## config.mk

```make
export PLATFORM = sky130hd
export DESIGN_NAME = ttt_top
export DESIGN_NICKNAME = d
export VERILOG_FILES = /design/src/rtl/ttt_pkg.sv /design/src/rtl/board_if.sv /design/src/rtl/cell_selector.sv /design/src/rtl/draw_predictor.sv /design/src/rtl/game_referee.sv /design/src/rtl/line_checker.sv /design/src/rtl/ttt_top.sv
export SDC_FILE = /design/constraint.sdc
export NUM_CORES = 1
export LEC_CHECK = 0
export BUFFER_PORTS_ARGS = -buffer_cell sky130_fd_sc_hd__buf_4
export CAP_MARGIN = 20
export CORE_UTILIZATION = 53
export CTS_BUF_LIST = sky130_fd_sc_hd__clkbuf_2
export DETAILED_ROUTE_END_ITERATION = 10
export PLACE_DENSITY = 0.78
export SYNTH_ARGS = -nofsm -noshare
export SYNTH_HDL_FRONTEND = slang
export SYNTH_HIERARCHICAL = 1
export SYNTH_SLANG_ARGS = --single-unit
```

## constraint.sdc

```tcl
create_clock -name clk -period 2.5 [get_ports clk]
set_input_delay 0.5 -clock clk [delete_from_list [all_inputs] [get_ports clk]]
set_output_delay 0.5 -clock clk [all_outputs]
set_load 0.005 [all_outputs]
```

## src/rtl/ttt_pkg.sv

```systemverilog
`default_nettype none

package ttt_pkg;

	typedef logic [1:0] cell_t;
	localparam cell_t CELL_EMPTY = 2'b00;
	localparam cell_t CELL_P1 = 2'b11;
	localparam cell_t CELL_P2 = 2'b01;

	typedef logic [3:0] pos_t; // 1..9 in rows, 5 is the centre
	localparam pos_t POS_CENTRE = 4'd5;

	typedef cell_t [9:1] board_t;

	typedef enum logic {P1 = 1'b0, P2 = 1'b1} player_t;
	typedef enum logic [1:0] {PLAY, EVAL, OVER} ref_state_t;
	typedef enum logic [1:0] {NONE, P1_WIN, P2_WIN, DRAW} winner_t;

	localparam int NUM_LINES = 8;

	// three rows, three columns, two diagonals
	localparam pos_t LINES [NUM_LINES][3] = '{
		'{4'd1, 4'd2, 4'd3},
		'{4'd4, 4'd5, 4'd6},
		'{4'd7, 4'd8, 4'd9},
		'{4'd1, 4'd4, 4'd7},
		'{4'd2, 4'd5, 4'd8},
		'{4'd3, 4'd6, 4'd9},
		'{4'd1, 4'd5, 4'd9},
		'{4'd3, 4'd5, 4'd7}
	};

	function automatic cell_t player_mark(player_t p);
		return (p == P1) ? CELL_P1 : CELL_P2;
	endfunction

endpackage

`default_nettype wire

```

## src/rtl/board_if.sv

```systemverilog
`timescale 1ns/1ns
`default_nettype none

interface board_if
	import ttt_pkg::*;
();

	board_t board;
	logic placed; // one cycle per accepted mark
	logic move_en;
	player_t turn;
	logic clear; // one cycle, empties the board at the next edge

	modport selector (
		output board,
		output placed,
		input move_en,
		input turn,
		input clear
	);

	// shared by both checkers
	modport chk (
		input board,
		input placed
	);

	modport referee (
		input placed,
		output move_en,
		output turn,
		output clear
	);

endinterface

`default_nettype wire

```

## src/rtl/cell_selector.sv

```systemverilog
`timescale 1ns/1ns
`default_nettype none

module cell_selector
	import ttt_pkg::*;
(
	input logic clk,
	input logic rst_n,
	input logic up,
	input logic down,
	input logic left,
	input logic right,
	input logic sel,
	board_if.selector bus,
	output pos_t cursor
);

	board_t board_q;
	logic placed_q;
	logic can_down;
	logic can_up;
	logic can_left;
	logic can_right;
	logic can_place;

	assign can_down = cursor <= 4'd6;
	assign can_up = cursor >= 4'd4;
	assign can_left = (cursor != 4'd1) && (cursor != 4'd4) && (cursor != 4'd7); // no row wrap
	assign can_right = (cursor != 4'd3) && (cursor != 4'd6) && (cursor != 4'd9);

	// a select during the placed cycle would still see the old turn
	assign can_place = bus.move_en && !placed_q && (board_q[cursor] == CELL_EMPTY);

	always_ff @(posedge clk or negedge rst_n)
	begin
		if (!rst_n)
		begin
			cursor <= POS_CENTRE;
			board_q <= {9{CELL_EMPTY}};
			placed_q <= 1'b0;
		end
		else
		begin
			placed_q <= 1'b0;
			if (bus.clear)
			begin
				board_q <= {9{CELL_EMPTY}};
				cursor <= POS_CENTRE;
			end
			else if (down && can_down)
				cursor <= cursor + 4'd3;
			else if (up && can_up)
				cursor <= cursor - 4'd3;
			else if (left && can_left)
				cursor <= cursor - 4'd1;
			else if (right && can_right)
				cursor <= cursor + 4'd1;
			else if (sel && can_place)
			begin
				board_q[cursor] <= player_mark(bus.turn);
				placed_q <= 1'b1;
				cursor <= POS_CENTRE; // back to centre for the next player
			end
		end
	end

	assign bus.board = board_q;
	assign bus.placed = placed_q;

	a_cursor_in_grid: assert property (@(posedge clk) disable iff (!rst_n)
		(cursor >= 4'd1) && (cursor <= 4'd9));

	// a mark, once written, only goes away through new_game
	for (genvar i = 1; i <= 9; i++)
	begin : g_keep
		a_cell_kept: assert property (@(posedge clk) disable iff (!rst_n)
			(board_q[i] != CELL_EMPTY) && !bus.clear |=> board_q[i] == $past(board_q[i]));
	end

endmodule

`default_nettype wire

```

## src/rtl/draw_predictor.sv

```systemverilog
`timescale 1ns/1ns
`default_nettype none

module draw_predictor
	import ttt_pkg::*;
(
	input logic clk,
	input logic rst_n,
	board_if.chk bus,
	output logic blocked
);

	logic [NUM_LINES-1:0] dead;
	logic full;

	function automatic logic line_has(board_t b, int l, cell_t m);
		return (b[LINES[l][0]] == m) || (b[LINES[l][1]] == m) || (b[LINES[l][2]] == m);
	endfunction

	// a line holding both marks can never be won
	always_comb
	begin
		for (int l = 0; l < NUM_LINES; l++)
			dead[l] = line_has(bus.board, l, CELL_P1) && line_has(bus.board, l, CELL_P2);
	end

	always_comb
	begin
		full = 1'b1;
		for (int p = 1; p <= 9; p++)
		begin
			if (bus.board[p] == CELL_EMPTY)
				full = 1'b0;
		end
	end

	always_ff @(posedge clk or negedge rst_n)
	begin
		if (!rst_n)
			blocked <= 1'b0;
		else if (bus.placed)
			blocked <= (&dead) || full;
	end

endmodule

`default_nettype wire

```

## src/rtl/game_referee.sv

```systemverilog
`timescale 1ns/1ns
`default_nettype none

module game_referee
	import ttt_pkg::*;
#(
	parameter int SCORE_W = 4
)
(
	input logic clk,
	input logic rst_n,
	input logic new_game,
	input logic win,
	input player_t win_player,
	input logic blocked,
	board_if.referee bus,
	output logic game_over,
	output winner_t winner,
	output logic [SCORE_W-1:0] p1_score,
	output logic [SCORE_W-1:0] p2_score,
	output logic [SCORE_W-1:0] draw_count
);

	ref_state_t state;
	player_t turn_q;
	logic move_en_q;
	logic clear_q;

	always_ff @(posedge clk or negedge rst_n)
	begin
		if (!rst_n)
			clear_q <= 1'b0;
		else
			clear_q <= new_game;
	end

	always_ff @(posedge clk or negedge rst_n)
	begin
		if (!rst_n)
		begin
			state <= PLAY;
			turn_q <= P1;
			move_en_q <= 1'b1;
			winner <= NONE;
			p1_score <= '0;
			p2_score <= '0;
			draw_count <= '0;
		end
		else if (clear_q)
		begin
			state <= PLAY; // scores survive a new game
			turn_q <= P1;
			move_en_q <= 1'b1;
			winner <= NONE;
		end
		else
		begin
			case (state)
				PLAY:
				begin
					if (bus.placed)
					begin
						state <= EVAL;
						move_en_q <= 1'b0;
					end
				end
				EVAL:
				begin
					if (win)
					begin
						state <= OVER;
						if (win_player == P1)
						begin
							winner <= P1_WIN;
							if (p1_score != '1)
								p1_score <= p1_score + 1'b1;
						end
						else
						begin
							winner <= P2_WIN;
							if (p2_score != '1)
								p2_score <= p2_score + 1'b1;
						end
					end
					else if (blocked)
					begin
						state <= OVER;
						winner <= DRAW;
						if (draw_count != '1)
							draw_count <= draw_count + 1'b1;
					end
					else
					begin
						state <= PLAY;
						turn_q <= (turn_q == P1) ? P2 : P1;
						move_en_q <= 1'b1;
					end
				end
				default: ; // OVER waits for new_game
			endcase
		end
	end

	assign game_over = (state == OVER);
	assign bus.turn = turn_q;
	assign bus.move_en = move_en_q;
	assign bus.clear = clear_q;

	a_hold_off: assert property (@(posedge clk) disable iff (!rst_n)
		(state != PLAY) |-> !bus.move_en);

endmodule

`default_nettype wire

```

## src/rtl/line_checker.sv

```systemverilog
`timescale 1ns/1ns
`default_nettype none

module line_checker
	import ttt_pkg::*;
(
	input logic clk,
	input logic rst_n,
	board_if.chk bus,
	output logic win,
	output player_t win_player
);

	logic [NUM_LINES-1:0] p1_line;
	logic [NUM_LINES-1:0] p2_line;

	function automatic logic line_full_of(board_t b, int l, cell_t m);
		return (b[LINES[l][0]] == m) && (b[LINES[l][1]] == m) && (b[LINES[l][2]] == m);
	endfunction

	always_comb
	begin
		for (int l = 0; l < NUM_LINES; l++)
		begin
			p1_line[l] = line_full_of(bus.board, l, CELL_P1);
			p2_line[l] = line_full_of(bus.board, l, CELL_P2);
		end
	end

	// only a fresh mark can change the result
	always_ff @(posedge clk or negedge rst_n)
	begin
		if (!rst_n)
		begin
			win <= 1'b0;
			win_player <= P1;
		end
		else if (bus.placed)
		begin
			win <= (|p1_line) || (|p2_line);
			if (|p2_line)
				win_player <= P2;
			else
				win_player <= P1;
		end
	end

	// play stops at the first line, so two owners means a missed win
	a_single_owner: assert property (@(posedge clk) disable iff (!rst_n)
		!((|p1_line) && (|p2_line)));

endmodule

`default_nettype wire

```

## src/rtl/ttt_top.sv

```systemverilog
`timescale 1ns/1ns
`default_nettype none

module ttt_top
	import ttt_pkg::*;
#(
	parameter int SCORE_W = 4
)
(
	input logic clk,
	input logic rst_n,
	input logic up,
	input logic down,
	input logic left,
	input logic right,
	input logic sel,
	input logic new_game,
	output pos_t cursor,
	output board_t board,
	output player_t turn,
	output logic game_over,
	output winner_t winner,
	output logic [SCORE_W-1:0] p1_score,
	output logic [SCORE_W-1:0] p2_score,
	output logic [SCORE_W-1:0] draw_count
);

	logic win;
	player_t win_player;
	logic blocked;

	board_if bus_i ();

	cell_selector sel_i (
		.clk(clk),
		.rst_n(rst_n),
		.up(up),
		.down(down),
		.left(left),
		.right(right),
		.sel(sel),
		.bus(bus_i),
		.cursor(cursor)
	);

	line_checker line_i (
		.clk(clk),
		.rst_n(rst_n),
		.bus(bus_i),
		.win(win),
		.win_player(win_player)
	);

	draw_predictor draw_i (
		.clk(clk),
		.rst_n(rst_n),
		.bus(bus_i),
		.blocked(blocked)
	);

	game_referee #(
		.SCORE_W(SCORE_W)
	) ref_i (
		.clk(clk),
		.rst_n(rst_n),
		.new_game(new_game),
		.win(win),
		.win_player(win_player),
		.blocked(blocked),
		.bus(bus_i),
		.game_over(game_over),
		.winner(winner),
		.p1_score(p1_score),
		.p2_score(p2_score),
		.draw_count(draw_count)
	);

	assign board = bus_i.board;
	assign turn = bus_i.turn;

endmodule

`default_nettype wire

```

==> flow_metrics.py <==
metrics = {
    "routing": {
        "wl_um": 7630,
        "drt-vias-per-instance": 6.24,
        "drc": 0,
        "ant_nets": 0,
        "vias": 2788,
        "firstDrtPassIters": 5,
        "drt_iter0_markers": 260,
        "wl_per_cell_um": 17.1,
    },
    "grt": {
        "track_usage_pct": 26.8,
        "grt_pass1_wl_um": 12900,
        "grt_overflow": 0,
        "antenna_found_initial": 0,
        "grt_max_degree": 46,
        "grt_pass1_vias": 2687,
    },
    "sta": {
        "hold_viol": 0,
        "min_period_ns": 2.39,
        "finalCritPeriodShare_pct": 95.8,
        "setup_violations": 0,
        "grt_setup_unrepaired": "no",
        "skew_ns": 0.0259,
        "max_freq_mhz": 418,
        "finalMaxSlewViolations": 0,
        "slew_headroom_pct": 62.8,
        "tns_ns": 0,
        "worst_slew_pin_slew_ns": 0.557,
    },
    "synthesis": {
        "synth-seq-cells": 45,
        "synth_ff_type": "dfrtp_1",
        "syn_nets": 337,
        "syn_area_per_cell_um2": 9.40,
        "yosysSeqAreaShare_pct": 37.5,
        "synth_edf_count": 0,
        "synth_cell_types": 66,
        "synthesis.area_um2": 3020,
        "ys_warn_count": 6,
        "syn_inst": 321,
        "synth_async_sr_flop_share_pct": 100,
    },
    "die": {
        "rows": 27,
        "core_area_um2": 5510,
        "initial_utilization_pct": 54.8,
        "die_h_um": 77.4,
        "dieArea_um2": 6000,
        "io_pins": 46,
        "fp.dieW_um": 77.4,
    },
    "placed_design": {
        "post_dp_cell_area_um2": 3470,
        "hpwlAfterDp_um": 5420,
        "place_congestion": 0.891,
        "io_buffers": 45,
        "placed_cells": 439,
    },
    "power": {
        "vdd_drop_max_uv": 591,
        "leakage_nw": 1.55,
        "cellPowerDensity_nw_per_um2": 683,
    },
    "clock_network": {
        "path_clk_slew_ns": 0.23,
        "cts_root_buf": "clkbuf_2",
        "h-tree-depth": 2,
        "clk_latency_ns": 0.41,
        "cts_buffers": 5,
        "cts_tree": "done",
        "clk_path_buf_depth": 2,
        "cts_setup_buffers": 0,
        "clock-sinks": 45,
        "hold_buffers": 0,
    },
    "worst_setup_path": {
        "reg2reg_to": "sel_i/bus.board[15]",
        "reg2reg_slack_ns": 0.11,
        "timing.rr.start": "sel_i/cursor[0]",
        "cp.required_ns": 2.84,
        "start_kind": "flop",
        "end_kind": "flop",
        "reg2regPathDepth": 8,
        "worst-setup-path-type": "flop to flop",
        "crit_path_start": "sel_i/cursor[0]",
        "worst_ep_arrival_time_ns": 2.74,
        "crit_fanout": 5,
    },
    "flow_run": {
        "cap_viol_max_count": 0,
    },
    "worst_hold_path": {
        "hp-class": "primary input to asynchronous set/reset pin",
    },
    "outcome": {
        "status": "completed",
    },
    "finish": {
        "layoutNonFillerInstCount": 447,
        "diodes": 0,
        "layout.nets": 390,
        "area_growth_syn_to_layout_pct": 16.8,
        "fin_area_um2": 3520,
        "drive_gt1_share_pct": 24.3,
    },
}
## metal layers
layer	GRT usage [%]	part of all wire (%)
met4	6.60	1.2
met5	0	0
met2	44.9	47
met3	3.65	5.9
met1	36.7	46
## per-stage QoR
step / util [%] / total power, mW / hold slack (ns) / setup slack, ns
3_3_place_gp: 63.1 / 2.06 / 0.507 / 0.216
3_5_place_dp: 63.1 / 2.09 / 0.518 / 0.125
4_1_cts: 63.9 / 2.40 / 0.0429 / 0.101
5_1_grt: 64.0 / 2.57 / 0.0402 / 0.0100
2_1_floorplan: - / 1.71 / 0.204 / 0.136
6_report: 64.0 / 2.41 / 0.0242 / 0.106
## synthesized netlist by cell type (5+ instances only)
cell | n | share of area [%]
nor2b_1 | 9 | 1.9
nand4_1 | 15 | 3.1
ha_1 | 8 | 3.3
nand2_1 | 25 | 3.1
clkbuf_1 | 6 | 0.75
mux2i_1 | 10 | 3.3
nor2_1 | 18 | 2.2
mux2_1 | 7 | 2.6
nor3_1 | 9 | 1.5
dfrtp_1 | 42 | 35
a21oi_1 | 21 | 3.5
nor4bb_1 | 5 | 1.7
o21ai_0 | 12 | 2.0
nand2b_1 | 13 | 2.7
o22ai_1 | 5 | 1.0
inv_1 | 16 | 2.0
a22o_1 | 7 | 2.0
a31oi_1 | 6 | 1.2
nand3_1 | 5 | 0.83
## worst max path at each step
stage	end	slack (ns)	cells past startpoint
after floorplan	sel_i/bus.board[1]	0.14	9
after global routing	sel_i/cursor[2]	0.01	9
after detailed placement	sel_i/cursor[2]	0.12	9
after global placement	sel_i/bus.board[13]	0.22	8
final	sel_i/bus.board[15]	0.11	8
after CTS	sel_i/cursor[2]	0.10	9
## placed cells by master (no fill, tap or decap), drive strengths merged, types with 3 or more instances in the layout
cell / Yosys / final
a211oi: 3 / 3
a21oi: 21 / 21
a22o: 7 / 7
a22oi: 4 / 4
a311oi: 3 / 3
a31oi: 6 / 6
and2: 3 / 3
and4bb: 3 / 3
buf: 8 / 60
clkbuf: 6 / 7
dfrtp: 42 / 42
dfstp: 3 / 3
ha: 8 / 8
inv: 16 / 16
mux2: 7 / 7
mux2i: 10 / 10
nand2: 27 / 27
nand2b: 14 / 14
nand3: 5 / 5
nand3b: 4 / 4
nand4: 15 / 15
nor2: 19 / 19
nor2b: 9 / 9
nor3: 9 / 9
nor3b: 5 / 5
nor4bb: 5 / 5
o21a: 3 / 3
o21ai: 12 / 12
o22ai: 6 / 6
xnor2: 3 / 3
xor2: 3 / 3
## power breakdown
group | switching [mW] | internal (mW)
clock network | 0.226 | 0.0773
registers | 0.199 | 0.837
logic | 0.563 | 0.505
total | 0.989 | 1.42
## area by class of cell
type | count | area [µm²]
Tap cell | 72 | 90.1
Clock inverter | 1 | 7.51
Timing Repair Buffer | 60 | 454
Sequential cell | 45 | 1130
Clock buffer | 7 | 35.0
Inverter | 16 | 60.1
Multi-Input combinational cell | 246 | 1750
Fill cell | 466 | 1980
## worst max-delay path, stage by stage (launching register included)
cell and delay (ns):
dfstp_2 0.60, inv_1 0.06, ha_1 0.27, nand3b_1 0.20, and2_2 0.25, a2111oi_4 0.39, and3_1 0.28, nor2_1 0.07
a211oi_1 0.23
## repair_timing
item	CTS	global route
hold endpoints to repair	0	0
endpoints found under the setup margin	0	7
resized for setup	0	4
## state kept, by name, summed over array words and instances (netlist names), 2 cells and up
register / count
sel_i/bus.board: 18
ref_i/draw_count: 4
ref_i/p1_score: 4
ref_i/p2_score: 4
sel_i/cursor: 4
ref_i/state: 2
ref_i/winner: 2
## cells by family (layout without fill, tap and decap cells)
| group | after synthesis | in the layout | synth area share, % |
|---|---|---|---|
| fa+ha+maj | 9 | 9 | 3.65 |
| flops | 45 | 45 | 37.5 |
| mux | 17 | 17 | 5.93 |
| simple gates | 129 | 129 | 25.7 |
| buf+inv | 30 | 84 | 4.73 |
| xor+xnor | 6 | 6 | 1.74 |
| compound gates | 85 | 85 | 20.8 |
No activity file was read; power rests on OpenSTA's default activity.
